==> config.mk <==
export PLATFORM = sky130hd
export DESIGN_NAME = controlUnit
export DESIGN_NICKNAME = d
export VERILOG_FILES = /design/src/verilog/cuPkg.sv /design/src/verilog/instrDecoder.sv /design/src/verilog/cuSequencer.sv /design/src/verilog/controlRom.sv /design/src/verilog/controlUnit.sv
export VERILOG_INCLUDE_DIRS = /design/src /design/src/verilog
export SDC_FILE = /design/constraint.sdc
export NUM_CORES = 1
export LEC_CHECK = 0
export ABC_AREA = 1
export BUFFER_PORTS_ARGS = -buffer_cell sky130_fd_sc_hd__buf_2
export CORE_ASPECT_RATIO = 1.1
export CORE_MARGIN = 2
export CORE_UTILIZATION = 42
export DETAILED_ROUTE_END_ITERATION = 16
export PLACE_DENSITY = 0.77
export SLEW_MARGIN = 20
export SYNTH_ARGS = -nofsm -noshare
export SYNTH_HDL_FRONTEND = slang
export SYNTH_HIERARCHICAL = 1
export SYNTH_SLANG_ARGS = --single-unit
==> constraint.sdc <==
create_clock -name CLK -period 1.75 [get_ports CLK]
set_clock_uncertainty 0.1 [all_clocks]
set_input_delay 0.0875 -clock CLK [delete_from_list [all_inputs] [get_ports CLK]]
set_output_delay 0.0875 -clock CLK [all_outputs]
set_load 0.01 [all_outputs]
==> src/verilog/cu_macros.svh <==
`ifndef CU_MACROS_SVH
`define CU_MACROS_SVH

// instruction word width
`define CU_WORD_W 32

// alu operation field
`define CU_ALUOP_W 5

// instruction class field, bits 27..25
`define CU_OPC_HI 27
`define CU_OPC_LO 25

// pre/post index select, unused while only pre-indexing is kept
`define CU_BIT_P 24
// offset added when set
`define CU_BIT_U 23
// load when set, store when clear
`define CU_BIT_L 20
// branch with link
`define CU_BIT_LINK 24

`endif

==> src/verilog/cuPkg.sv <==
`include "cu_macros.svh"

package cuPkg;

	// instruction class as found in bits 27..25
	typedef enum logic [`CU_OPC_HI-`CU_OPC_LO:0] {
		dpShift = 3'b000,
		dpImm = 3'b001,
		lsImm = 3'b010,
		lsReg = 3'b011,
		branch = 3'b101
	} opClass;

	// word read as data processing (branch shares the same upper bits)
	typedef struct packed {
		logic [3:0] cond;
		opClass cls;
		logic [3:0] opcode;
		logic sBit;
		logic [3:0] rn;
		logic [3:0] rd;
		logic [11:0] operand2;
	} dpFields;

	// word read as single word transfer
	typedef struct packed {
		logic [3:0] cond;
		opClass cls;
		logic pBit;
		logic uBit;
		logic bBit;
		logic wBit;
		logic lBit;
		logic [3:0] base;
		logic [3:0] rd;
		logic [11:0] offset;
	} lsFields;

	typedef union packed {
		dpFields dp;
		lsFields ls;
	} instrWord;

	// encodings follow the original microprogram addresses
	typedef enum logic [5:0] {
		idle = 6'd0, fetchAddr = 6'd1, fetchInc = 6'd2, fetchWait = 6'd3, decode = 6'd4,
		dpImmA = 6'd5, dpImmB = 6'd6, dpReg = 6'd7,
		brTarget = 6'd8, brPc = 6'd9, brLink = 6'd10,
		lsAddrAdd = 6'd33, ldReq = 6'd34, ldWait = 6'd35, ldWrite = 6'd36,
		stData = 6'd41, stWait = 6'd42, lsAddrSub = 6'd46
	} cuState;

endpackage

==> src/verilog/instrDecoder.sv <==
`timescale 1ns/1ps
`include "cu_macros.svh"

module instrDecoder
(
	input cuPkg::instrWord ir,
	output cuPkg::cuState dispatch,
	output logic isLoad,
	output logic addUp
);

	logic linkBit;

	// link flag sits in the top opcode bit of the dp view
	assign linkBit = ir.dp[`CU_BIT_LINK];

	// transfer direction and offset sign, read as a load/store word
	assign isLoad = ir.ls[`CU_BIT_L];
	assign addUp = ir.ls[`CU_BIT_U];

	// first execute state per class
	always_comb
	begin
		case (ir.dp.cls)
			cuPkg::dpImm:
				dispatch = cuPkg::dpImmA;

			cuPkg::dpShift:
				dispatch = cuPkg::dpReg;

			cuPkg::branch:
			begin
				if (linkBit)
					dispatch = cuPkg::brLink;
				else
					dispatch = cuPkg::brTarget;
			end

			// add or subtract is settled by the sequencer from addUp
			cuPkg::lsImm:
				dispatch = cuPkg::lsAddrAdd;

			cuPkg::lsReg:
				dispatch = cuPkg::lsAddrAdd;

			// undefined class, treat as a no-op and refetch
			default:
				dispatch = cuPkg::fetchAddr;
		endcase
	end

endmodule

==> src/verilog/cuSequencer.sv <==
`timescale 1ns/1ps

module cuSequencer
(
	input logic CLK,
	input logic rstN,
	input logic cond,
	input logic moc,
	input cuPkg::cuState dispatch,
	input logic isLoad,
	input logic addUp,
	output cuPkg::cuState state
);

	cuPkg::cuState nextState;

	always_ff @(posedge CLK)
	begin
		if (!rstN)
			state <= cuPkg::idle;
		else
			state <= nextState;
	end

	always_comb
	begin
		nextState = state;
		case (state)
			// single cycle after reset before the first fetch
			cuPkg::idle:
				nextState = cuPkg::fetchAddr;

			cuPkg::fetchAddr:
				nextState = cuPkg::fetchInc;

			cuPkg::fetchInc:
				nextState = cuPkg::fetchWait;

			// instruction read in flight
			cuPkg::fetchWait:
			begin
				if (moc)
					nextState = cuPkg::decode;
			end

			cuPkg::decode:
			begin
				if (!cond)
					nextState = cuPkg::fetchAddr;
				else if (dispatch == cuPkg::lsAddrAdd && !addUp)
					nextState = cuPkg::lsAddrSub;
				else
					nextState = dispatch;
			end

			cuPkg::dpImmA:
				nextState = cuPkg::dpImmB;

			cuPkg::dpImmB:
				nextState = cuPkg::fetchAddr;

			cuPkg::dpReg:
				nextState = cuPkg::fetchAddr;

			// link write comes before the target add
			cuPkg::brLink:
				nextState = cuPkg::brTarget;

			cuPkg::brTarget:
				nextState = cuPkg::brPc;

			cuPkg::brPc:
				nextState = cuPkg::fetchAddr;

			cuPkg::lsAddrAdd,
			cuPkg::lsAddrSub:
			begin
				if (isLoad)
					nextState = cuPkg::ldReq;
				else
					nextState = cuPkg::stData;
			end

			cuPkg::ldReq:
				nextState = cuPkg::ldWait;

			cuPkg::ldWait:
			begin
				if (moc)
					nextState = cuPkg::ldWrite;
			end

			cuPkg::ldWrite:
				nextState = cuPkg::fetchAddr;

			cuPkg::stData:
				nextState = cuPkg::stWait;

			cuPkg::stWait:
			begin
				if (moc)
					nextState = cuPkg::fetchAddr;
			end

			default:
				nextState = cuPkg::fetchAddr;
		endcase
	end

endmodule

==> src/verilog/controlRom.sv <==
`timescale 1ns/1ps
`include "cu_macros.svh"

module controlRom
(
	input cuPkg::cuState state,
	output logic rfLd,
	output logic irLd,
	output logic marLd,
	output logic mdrLd,
	output logic frLd,
	output logic mov,
	output logic rw,
	output logic [1:0] maSel,
	output logic [1:0] mbSel,
	output logic [2:0] mcSel,
	output logic md,
	output logic me,
	output logic [1:0] mfSel,
	output logic mg,
	output logic mh,
	output logic [1:0] miSel,
	output logic [1:0] mjSel,
	output logic shiftEn,
	output logic [2:0] shiftType,
	output logic shiftImm,
	output logic [`CU_ALUOP_W-1:0] aluOp
);

	// word layout, msb first
	// loads rf ir mar mdr fr | mov rw | ma mb mc md me mf mg mh mi mj
	// | shift en type imm | aluOp
	logic [28+`CU_ALUOP_W:0] ctrl;

	assign {rfLd, irLd, marLd, mdrLd, frLd,
		mov, rw,
		maSel, mbSel, mcSel, md, me, mfSel, mg, mh, miSel, mjSel,
		shiftEn, shiftType, shiftImm,
		aluOp} = ctrl;

	always_comb
	begin
		ctrl = '0;
		case (state)
			// pc to mar
			cuPkg::fetchAddr:
				ctrl = 34'b00100_00_10_00_000_1_0_00_0_0_00_00_0_000_0_10000;

			// pc + 4 written back while the read starts
			cuPkg::fetchInc:
				ctrl = 34'b10000_11_10_00_011_1_0_00_0_0_00_00_0_000_0_10001;

			cuPkg::fetchWait:
				ctrl = 34'b01000_11_00_00_000_0_0_00_0_0_00_00_0_000_0_00000;

			cuPkg::dpImmA:
				ctrl = 34'b10000_00_00_01_100_1_0_11_0_0_00_00_1_001_0_10011;

			cuPkg::dpImmB:
				ctrl = 34'b10001_00_00_00_000_0_0_00_0_0_10_01_0_100_0_00000;

			// operand through the shifter, flags updated
			cuPkg::dpReg:
				ctrl = 34'b10001_00_00_01_000_0_0_00_0_1_01_00_0_000_0_00000;

			// pc into r14
			cuPkg::brLink:
				ctrl = 34'b10000_00_11_00_100_1_0_00_0_0_00_01_0_000_1_00100;

			cuPkg::brTarget:
				ctrl = 34'b10000_00_00_01_100_1_0_11_0_0_00_11_1_100_0_10011;

			cuPkg::brPc:
				ctrl = 34'b10000_00_10_00_011_1_0_00_0_0_00_01_0_000_1_00100;

			// base plus or minus offset into mar
			cuPkg::lsAddrAdd:
				ctrl = 34'b00100_00_00_01_000_1_0_00_0_0_10_00_0_000_0_00100;

			cuPkg::lsAddrSub:
				ctrl = 34'b00100_00_00_01_000_1_0_00_0_0_10_00_0_000_0_00010;

			cuPkg::ldReq:
				ctrl = 34'b00000_11_00_00_000_0_0_00_0_0_10_00_0_000_0_00000;

			// mdr follows the bus until moc
			cuPkg::ldWait:
				ctrl = 34'b00010_11_00_10_000_0_0_00_0_0_10_00_0_000_0_00000;

			cuPkg::ldWrite:
				ctrl = 34'b10000_00_00_10_000_1_0_00_0_0_10_00_0_000_0_10011;

			// rd through the alu into mdr
			cuPkg::stData:
				ctrl = 34'b00010_00_00_11_000_1_1_00_0_0_10_00_0_000_0_10000;

			// rw low, write
			cuPkg::stWait:
				ctrl = 34'b00000_10_00_00_000_0_0_00_0_0_10_00_0_000_0_00000;

			default:
				ctrl = '0;
		endcase
	end

endmodule

==> src/verilog/controlUnit.sv <==
`timescale 1ns/1ps
`include "cu_macros.svh"

module controlUnit
(
	input logic CLK,
	input logic rstN,
	input logic [`CU_WORD_W-1:0] ir,
	input logic cond,
	input logic moc,
	output logic rfLd,
	output logic irLd,
	output logic marLd,
	output logic mdrLd,
	output logic frLd,
	output logic mov,
	output logic rw,
	output logic [1:0] maSel,
	output logic [1:0] mbSel,
	output logic [2:0] mcSel,
	output logic md,
	output logic me,
	output logic [1:0] mfSel,
	output logic mg,
	output logic mh,
	output logic [1:0] miSel,
	output logic [1:0] mjSel,
	output logic shiftEn,
	output logic [2:0] shiftType,
	output logic shiftImm,
	output logic [`CU_ALUOP_W-1:0] aluOp
);

	cuPkg::cuState dispatch;
	cuPkg::cuState state;
	logic isLoad;
	logic addUp;

	instrDecoder decoder
	(
		.ir(ir),
		.dispatch(dispatch),
		.isLoad(isLoad),
		.addUp(addUp)
	);

	cuSequencer sequencer
	(
		.CLK(CLK),
		.rstN(rstN),
		.cond(cond),
		.moc(moc),
		.dispatch(dispatch),
		.isLoad(isLoad),
		.addUp(addUp),
		.state(state)
	);

	// outputs decode from the current state only
	controlRom rom
	(
		.state(state),
		.rfLd(rfLd),
		.irLd(irLd),
		.marLd(marLd),
		.mdrLd(mdrLd),
		.frLd(frLd),
		.mov(mov),
		.rw(rw),
		.maSel(maSel),
		.mbSel(mbSel),
		.mcSel(mcSel),
		.md(md),
		.me(me),
		.mfSel(mfSel),
		.mg(mg),
		.mh(mh),
		.miSel(miSel),
		.mjSel(mjSel),
		.shiftEn(shiftEn),
		.shiftType(shiftType),
		.shiftImm(shiftImm),
		.aluOp(aluOp)
	);

endmodule

==> results of run 1 <==
## per-layer routing
metal	part of all wire [%]	track usage, %
met4	1.2	8.01
met1	41	18.9
met3	5.9	2.13
met2	52	33.0
met5	0	0
## power breakdown
group | leakage [nW] | internal (W) | switching (W) | total [W]
Combinational | 0.878 | 0.000474 | 0.000714 | 0.00119
Sequential | 0.0511 | 0.000168 | 0.0000306 | 0.000199
Clock | 0.0138 | 0.0000773 | 0.0000460 | 0.000123
## cell usage after synthesis
cell      instances  area, µm²
buf_2             2       10.0
nand4_1           6       37.5
o21ai_1           5       25.0
ha_1              6       75.1
conb_1            2       7.51
o211ai_1          2       15.0
nand2_2           9       56.3
inv_4             1       6.26
nor3_1            4       20.0
dfxtp_1           6        120
o21ai_0           6       30.0
nand3_1          26        130
nand3_2           2       20.0
inv_2             4       15.0
nor2_2            5       31.3
nor2_4            4       45.0
o22ai_1           1       6.26
a21oi_1           2       10.0
a21oi_2           2       17.5
buf_4            11       82.6
nor4_1            1       6.26
nand2_1          52        195
and2_4            1       8.76
inv_1            35        131
nand3b_1          1       7.51
nor2_1           25       93.8
o31ai_1           2       15.0
## final cells by class
class	count	area [µm²]	share of cell area (%)
multi-input combinational	166	887	57.3
timing repair buffer	54	313	20.2
inverter	40	156	10.1
sequential	6	128	8.25
tap	33	41.3	2.67
clock buffer	3	22.5	1.46
## kinds of logic after synthesis
family | count (synthesis) | synth area share [%]
and+or+nand+nor | 136 | 53.5
other | 2 | 0.616
DFF | 6 | 9.86
AOI/OAI and AO/OA | 20 | 9.75
buffers and inverters | 53 | 20.1
adders and majority gates | 6 | 6.16
## critical path, cell delays in order (launching register included)
cell     delay [ns]
dfxtp_1        0.35
buf_6          0.14
ha_2           0.19
nand2_2        0.11
nand2_2        0.09
nand4_1        0.11
o21ai_1        0.09
buf_2          0.14
## worst paths after layout
check	start	to	cells after the start
min	moc	sequencer/state[5]$_SDFFE_PN0P_	4
max	sequencer/state[0]$_SDFFE_PN0P_	aluOp[4]	7
max reg2reg	sequencer/state[1]$_SDFFE_PN0P_	sequencer/state[1]$_SDFFE_PN0P_	11
min reg2reg	sequencer/state[5]$_SDFFE_PN0P_	sequencer/state[5]$_SDFFE_PN0P_	3
## per-stage QoR
step | worst slack, ns | std cells
after floorplan | 0.207 | 225
after global placement | 0.220 | 290
after detailed placement | 0.228 | 290
after CTS | 0.0122 | 294
after global routing | -0.0215 | 302
final | 0.0918 | 302
## placed cells by master (no fill, tap or decap), types with 6 or more instances in the layout
cell / Yosys / final
buf_2: 2 / 40
buf_4: 11 / 10
inv_1: 35 / 32
inv_2: 4 / 6
nand2_1: 52 / 48
nand2_2: 9 / 13
nand3_1: 26 / 26
nand4_1: 6 / 6
nor2_1: 25 / 25
o21ai_1: 5 / 6
## what timing repair did
| item | 4_1_cts | 5_1_grt |
|---|---|---|
| gates resized for setup | 1 | 20 |
| endpoints found under the setup margin | 6 | 19 |
| endpoints found under the hold margin | 2 | 0 |
| setup buffers | 0 | 8 |
| pin swaps | 0 | 1 |
| hold buffers | 1 | 0 |
==> impl_results.md, run 1 <==
* HPWL after detailed placement at 2410 µm
* CP Data Arrival Time at 1.47 ns
* Die Wd at 55.4 µm
* Leakage at 0.943 nW
* Synthesized area at 1220 µm²
* Nets at 313
* Post-DRT Antenna Nets at 0
* Most flop-heavy register: sequencer/state
* Sequential area share after synthesis at 9.86%
* Startpoint Class: flop
* Tot Pwr at 0.00151 W
* TritonCTS clock tree: done
* Placed Area at 1410 µm²
* Clock Path Buffers at 2
* # rows at 20
* FMAX at 603 MHz
* Syn Area/Cell at 5.46 µm²
* Largest net degree at the start of global routing at 15
* Syn Inst Count at 223
* CTS clk-pin slew, worst paths at 0.04 ns
* Core Area at 2780 µm²
* HP Class: input pin to flop
* Chip height at 60.5 µm
* Worst hold slack at 0.0879 ns
* Max Cap Viol at 0
* Tmin final at 1.66 ns
* Initial antenna violation count at 0
* Final Setup Violations at 0
* Fill cells at 302
* Setup TNS at 0 ns
* Die area at 3350 µm²
* Via/cell ratio at 4.93
* Maximum vdd drop at 661 µV
* Drt total wl at 3030 µm
* Fin util at 55.7%
* I/O pin count at 70
* Gr ovfl total at 0
* Yosys warns at 6
* PD cells at 976 nW/µm²
* Clock Root Buffer: clkbuf_4
* WS Path Type: flop to output pin
* Part of the cycle the worst path needs at 94.8%
* Drt first-iter violations at 60
* Number of global-route vias before repair at 1233
* Layout cells sized above 1 at 37.2%
* Flops & latches, synth at 6
* Hold Violations, Final at 0
* WL per Instance at 10.0 µm
* Port-buffer cells at 40
* Later-pin clock latency in the skew report at 0.24 ns
* Gr usage total at 17.1%
* Post-synthesis cell type count at 27
* CTS Buf Count at 3
* Remaining DRCs at 0
* Outcome: complete, no violations
* Unrepaired setup endpoints after global routing: true
* Inserted Diodes at 0
* Routed via count at 1488
* Initial DRT Pass Iterations at 4
* Biggest regs: sequencer/state (6)
* Final Max Slew Viols at 0
* Worst-path maximum fanout at 8
* Initial Utilization at 43.9%
* First-pass GRT wire length at 4750 µm
* GPL Wtd Cong at 0.937
* Finished layout cell area at 1550 µm²
* Element type at the critical path end: output pin
* Synth-to-layout area growth at 27.0%
* R2r setup slk at 0.24 ns
* Max reg flops at 6
* H-tree depth at 1
* Clk sinks at 6
* Required @ worst endpoint at 1.56 ns
No activity file was read; power rests on OpenSTA's default activity.
==> run 2, diff against run 1 <==
--- a/config.mk
+++ b/config.mk
@@ -6,11 +6,10 @@
 export SDC_FILE = /design/constraint.sdc
 export NUM_CORES = 1
 export LEC_CHECK = 0
-export ABC_AREA = 1
 export BUFFER_PORTS_ARGS = -buffer_cell sky130_fd_sc_hd__buf_2
 export CORE_ASPECT_RATIO = 1.1
 export CORE_MARGIN = 2
-export CORE_UTILIZATION = 42
+export CORE_UTILIZATION = 43
 export DETAILED_ROUTE_END_ITERATION = 16
 export PLACE_DENSITY = 0.77
 export SLEW_MARGIN = 20
==> run 2 against run 1 <==
Clock power decreased by 3%. Die area is 4.2% higher. Final area up 30%. Register-to-register slack got worse by 0.26 ns. Power down 7.8%. Sequential share of layout area shrank 1.4 points. Critical path type unchanged. Largest power group unchanged. Fmax decreased by 7.0%. Via count increased by 7.3%. Synthesized cell count fell by 21%. The flow now finishes with violations (negative setup slack). Sequential power down 5%.
==> impl_results.md, run 2 <==
* R2R Path Start: sequencer/state[0]$_SDFFE_PN0P_
* Startpoint Class: flop
* Final Setup Violations at 7
* Inserted Diodes at 0
* Drt total wl at 4280 µm
* Initial Utilization at 46.1%
* FMAX at 561 MHz
* First-pass GRT wire length at 5890 µm
* HP Class: input pin to flop
* WL per Instance at 15.5 µm
* Layout cells sized above 1 at 59.3%
* Leakage at 0.950 nW
* Gr usage total at 20.9%
* Yosys warns at 6
* WS Path Type: flop to output pin
* Syn Inst Count at 177
* Max reg flops at 6
* Drt first-iter violations at 93
* HPWL after detailed placement at 2590 µm
* Setup TNS at -0.117 ns
* CTS clk-pin slew, worst paths at 0.04 ns
* CP Data Arrival Time at 1.60 ns
* CTS Buf Count at 3
* Largest net degree at the start of global routing at 19
* Post-synth EDFFs at 0
* Ys async rst share at 0%
* Placed Area at 1530 µm²
* Origin of the worst min-delay path: rstN
* Nets at 287
* Most common cell after layout, fill and taps aside: buf_2
* Later-pin clock latency in the skew report at 0.23 ns
* TritonCTS clock tree: done
* Tmin final at 1.78 ns
* I/O pin count at 70
* Via/cell ratio at 5.79
* Synth-to-layout area growth at 54.2%
* Tot Pwr at 0.00139 W
* CP Launch Point: sequencer/state[0]$_SDFFE_PN0P_
* Routed via count at 1597
* Element type at the critical path end: output pin
* Max Cap Viol at 0
* Synth area leaders: dfxtp_1, buf_6, buf_4
* Finished layout cell area at 2010 µm²
* Hold Violations, Final at 0
* Die area at 3490 µm²
* Post-synthesis cell type count at 64
* Fin util at 71.1%
* Part of the cycle the worst path needs at 102%
* Chip height at 61.8 µm
* Final setup margin at -0.0333 ns
* Number of global-route vias before repair at 1317
* Initial antenna violation count at 0
* Unrepaired setup endpoints after global routing: true
* Port-buffer cells at 40
* Cell accounting for the most synthesized area: dfxtp_1
* Initial DRT Pass Iterations at 4
* Required @ worst endpoint at 1.56 ns
* Most instantiated library cell after synthesis: nor2_1
* H-tree depth at 1
* Failing checks: negative setup slack
* Biggest regs: sequencer/state (6)
* Core Area at 2830 µm²
* Worst-path maximum fanout at 5
* PD cells at 692 nW/µm²
* Maximum vdd drop at 565 µV
* Most frequent cells in the layout: buf_2, buf_4, a21oi_1
* Main flop type after synthesis: dfxtp_1
* Clock Path Buffers at 2
* Final Max Slew Viols at 0
* Flops & latches, synth at 6
* Top cells by count, synth: nor2_1, a21oi_1, inv_1
* Hold-fix buffers, CTS at 0
* Syn Area/Cell at 7.37 µm²
* Gr ovfl total at 0
* Outcome: finished with violations
* Sequential area share after synthesis at 9.21%
* Clk sinks at 6
* Die Wd at 56.5 µm
* # rows at 20
* Remaining DRCs at 0
* Synthesized area at 1300 µm²
* Most flop-heavy register: sequencer/state
* GPL Wtd Cong at 0.886
* Clock Root Buffer: clkbuf_4
* Post-DRT Antenna Nets at 0
* Post-synth top area share at 9.21%
run 2: changes by cell type after synthesis, moves of 5 or more:
cell,before,now
a21oi_1,2,12
inv_1,35,11
nor2_1,25,13
nor2b_1,0,5
nand2b_1,0,7
nand2_1,52,7
buf_6,0,7
nand2_2,9,0
nand4_1,6,1
nor2_2,5,0
nand3_1,26,6
run 2: through the flow:
stage,setup WS (ns),std cells,hold slack [ns]
after floorplan,0.0398,179,0.119
after global placement,0.0167,251,0.267
after detailed placement,0.00567,251,0.268
after CTS,-0.0303,267,0.00794
after global routing,-0.0827,276,0.0236
final,-0.0333,276,0.0155
run 2: area by class of cell:
cell class / instances / area [µm²]
multi-input combinational: 138 / 1140
fill: 229 / 817
timing repair buffer: 84 / 617
sequential: 6 / 138
inverter: 12 / 53.8
tap: 33 / 41.3
clock buffer: 3 / 22.5
run 2: per-layer routing:
layer  track usage, %  vias up  wire length, µm  part of all wire [%]
met3             1.86       16              188                   4.4
met5                0        -                0                     0
met1             24.0      761             1610                    38
met4             6.46        0              133                   3.1
li1                 -      755                -                     -
met2             41.7       65             2340                    55
run 2: path summary, 6_finish.rpt:
check,cells past startpoint,slack [ns],endpoint
worst max-delay path,7,-0.03,aluOp[4]
worst min-delay path,2,0.02,sequencer/state[1]$_SDFFE_PN0P_
worst max register to register,7,-0.02,sequencer/state[0]$_SDFFE_PN0P_
worst min register to register,3,0.56,sequencer/state[2]$_SDFFE_PN0P_
run 2: what timing repair did:
item / 4_1_cts / 5_1_grt
gates resized for setup: 29 / 40
cloned: 1 / 0
setup endpoints to repair: 25 / 25
pin swaps: 3 / 12
setup buffers: 12 / 9
run 2: kinds of logic (layout without fill, tap and decap cells):
| family | after synthesis | count (layout) | synth area share, % |
|---|---|---|---|
| and+or+nand+nor | 72 | 72 | 34.9 |
| AOI/OAI and AO/OA | 52 | 52 | 27.4 |
| buffers and inverters | 35 | 99 | 18.8 |
| adders and majority gates | 6 | 6 | 5.76 |
| DFF | 6 | 6 | 9.21 |
| muxes | 4 | 4 | 3.26 |
| other | 2 | 4 | 0.576 |
run 2: report_power, final:
group | internal (W) | leakage [nW] | total (W) | switching, W
registers | 0.000157 | 0.0527 | 0.000190 | 0.0000329
clock network | 0.0000770 | 0.0138 | 0.000119 | 0.0000418
logic | 0.000541 | 0.884 | 0.00108 | 0.000543
total | 0.000775 | 0.950 | 0.00139 | 0.000617
run 2: worst max-delay path: stages (launching register included):
cell and delay (ns):
dfxtp_4 0.39, inv_4 0.06, ha_4 0.16, buf_4 0.15
nand2b_1 0.10, a21oi_2 0.08, a211o_1 0.28, buf_2 0.13
==> run 3, diff against run 2 <==
--- a/config.mk
+++ b/config.mk
@@ -8,7 +8,7 @@
 export LEC_CHECK = 0
 export BUFFER_PORTS_ARGS = -buffer_cell sky130_fd_sc_hd__buf_2
 export CORE_ASPECT_RATIO = 1.1
-export CORE_MARGIN = 2
+export CORE_MARGIN = 5
 export CORE_UTILIZATION = 43
 export DETAILED_ROUTE_END_ITERATION = 16
 export PLACE_DENSITY = 0.77
==> run 3 against run 2 <==
The flow still finishes with violations (negative setup slack). Count of clock-buffer cells in the layout did not move. Global-route usage fell by 4.9 points. Sequential share of layout area fell by 0.059 points. Fmax fell by 2.1%. Wire length fell by 1.8%. First-iteration DRC count rose by 23%. Critical path depth fell by 2. Utilization fell by 5.9 points. Final area fell by 2.8%. Combinational power barely moved. Worst setup slack got worse by 0.039 ns. Critical endpoint is now miSel[1]. Highest routed layer unchanged.
==> impl_results.md, run 3 (synthesis gave the netlist of run 2 again) <==
* Hold-fix buffers, CTS at 0
* Via/cell ratio at 5.66
* Port-buffer cells at 40
* Gr usage total at 16.0%
* Tmin final at 1.82 ns
* Placed Area at 1520 µm²
* PD cells at 705 nW/µm²
* Sw frac at 45.0%
* Number of global-route vias before repair at 1370
* End point of the critical path: miSel[1]
* Clock Root Buffer: clkbuf_4
* Leakage at 0.909 nW
* Drt first-iter violations at 114
* Critical R2R Capture: sequencer/state[0]$_SDFFE_PN0P_
* Multi-input gate area at 1160 µm²
* Largest net degree at the start of global routing at 27
* Inserted Diodes at 0
* Remaining DRCs at 0
* Finished layout cell area at 1950 µm²
* Required @ worst endpoint at 1.56 ns
* Later-pin clock latency in the skew report at 0.24 ns
* Max reg flops at 6
* # rows at 21
* Element type at the critical path end: output pin
* Post-DRT Antenna Nets at 0
* Fill cells at 252
* Chip height at 67.8 µm
* Clock power frac at 8.7%
* Hold Violations, Final at 0
* Most flop-heavy register: sequencer/state
* H-tree depth at 1
* TritonCTS clock tree: done
* I/O pin count at 70
* Layout cells sized above 1 at 57.7%
* WL per Instance at 15.7 µm
* Die area at 4230 µm²
* HPWL after detailed placement at 2540 µm
* Failing checks: negative setup slack
* Sequential Power Share at 14.0%
* Register area at 133 µm²
* Initial antenna violation count at 0
* Psw at 0.000620 W
* Nets at 278
* R2R Path Start: sequencer/state[0]$_SDFFE_PN0P_
* Outcome: finished with violations
* Drt total wl at 4200 µm
* Startpoint Class: flop
* Part of the cycle the worst path needs at 104%
* Initial Utilization at 43.5%
* FMAX at 549 MHz
* Core Area at 3000 µm²
* WS Path Type: flop to output pin
* Routed via count at 1517
* Synth-to-layout area growth at 49.9%
* Internal power at 0.000758 W
* Initial DRT Pass Iterations at 4
* Final setup margin at -0.0719 ns
* Most frequent cells in the layout: buf_2, buf_4, a21oi_1
* Gr ovfl total at 0
* First-pass GRT wire length at 5760 µm
* Clk sinks at 6
* Clock Path Buffers at 2
* Unrepaired setup endpoints after global routing: true
* CTS clk-pin slew, worst paths at 0.05 ns
* Logic gate share of total power at 77.3%
* HP Class: input pin to flop
* CTS Buf Count at 3
* Most common cell after layout, fill and taps aside: buf_2
* Worst hold slack at 0.0136 ns
* Biggest regs: sequencer/state (6)
* Register-to-Register Path Depth at 8
* R2r setup slk at -0.04 ns
* CP Launch Point: sequencer/state[2]$_SDFFE_PN0P_
* Final Max Slew Viols at 0
* GPL Wtd Cong at 0.872
* Max Cap Viol at 0
* Final Setup Violations at 8
* Maximum vdd drop at 559 µV
* Die Wd at 62.5 µm
* CP Data Arrival Time at 1.63 ns
* Worst-path maximum fanout at 13
-- run 3: cell types whose count changed in the layout (fill, tap and decap cells not counted), sizes merged --
cell	previous run	this run
buf	83	74
bufbuf	1	0
clkbuf	3	4
clkinvlp	1	0
inv	11	12
-- run 3: layout make-up --
type | count | share of cell area [%]
Inverter | 12 | 2.69
Multi-Input combinational cell | 138 | 59.4
Tap cell | 34 | 2.18
Timing Repair Buffer | 75 | 27.8
Clock buffer | 3 | 1.15
Sequential cell | 6 | 6.79
-- run 3: worst min path at each step --
stage / depth (start not counted) / to / start
after floorplan: 2 / sequencer/state[3]$_SDFFE_PN0P_ / rstN
after global placement: 2 / sequencer/state[1]$_SDFFE_PN0P_ / rstN
after detailed placement: 2 / sequencer/state[1]$_SDFFE_PN0P_ / rstN
after CTS: 2 / sequencer/state[1]$_SDFFE_PN0P_ / rstN
after global routing: 2 / sequencer/state[1]$_SDFFE_PN0P_ / rstN
final: 2 / sequencer/state[1]$_SDFFE_PN0P_ / rstN
-- run 3: timing repair --
action / CTS / global route
gates cloned: 0 / 1
hold endpoints to repair: 0 / 0
gates resized for setup: 25 / 42
setup buffers: 12 / 2
setup endpoints to repair: 26 / 23
pin swaps: 3 / 15
-- run 3: per-layer routing --
metal  vias up  wire length, µm  track usage (%)
met5         -                0                0
met3        14              192             1.83
met1       710             1590             17.8
li1        742                -                -
met4         0              136             5.84
met2        51             2280             31.3
-- run 3: through the flow --
| stage | std cells | setup WS [ns] | power, W | util [%] | setup TNS, ns |
|---|---|---|---|---|---|
| 6_report | 268 | -0.0719 | 0.00138 | 65.2 | -0.267 |
| 5_1_grt | 268 | -0.132 | 0.00148 | 65.2 | -1.18 |
| 4_1_cts | 265 | -0.0421 | 0.00118 | 58.1 | -0.0772 |
| 3_5_place_dp | 250 | 0.0289 | 0.000906 | 50.7 | 0 |
| 3_3_place_gp | 250 | 0.0482 | 0.000903 | 50.7 | 0 |
| 2_1_floorplan | 179 | 0.0398 | 0.000701 | - | 0 |
-- run 3: critical path, stage by stage (launching register included) --
cell and delay (ns):
dfxtp_2 0.39, buf_12 0.15, inv_1 0.14, or3_4 0.45
o311ai_2 0.08, buf_2 0.18
-- run 3: power groups by stage --
stage / logic, W / clock network [W] / registers (W)
after floorplan: 0.000521 / 0 / 0.000180
after global placement: 0.000722 / 0 / 0.000181
after detailed placement: 0.000726 / 0 / 0.000180
after CTS: 0.000864 / 0.000126 / 0.000186
after global routing: 0.00115 / 0.000137 / 0.000196
final: 0.00107 / 0.000120 / 0.000194
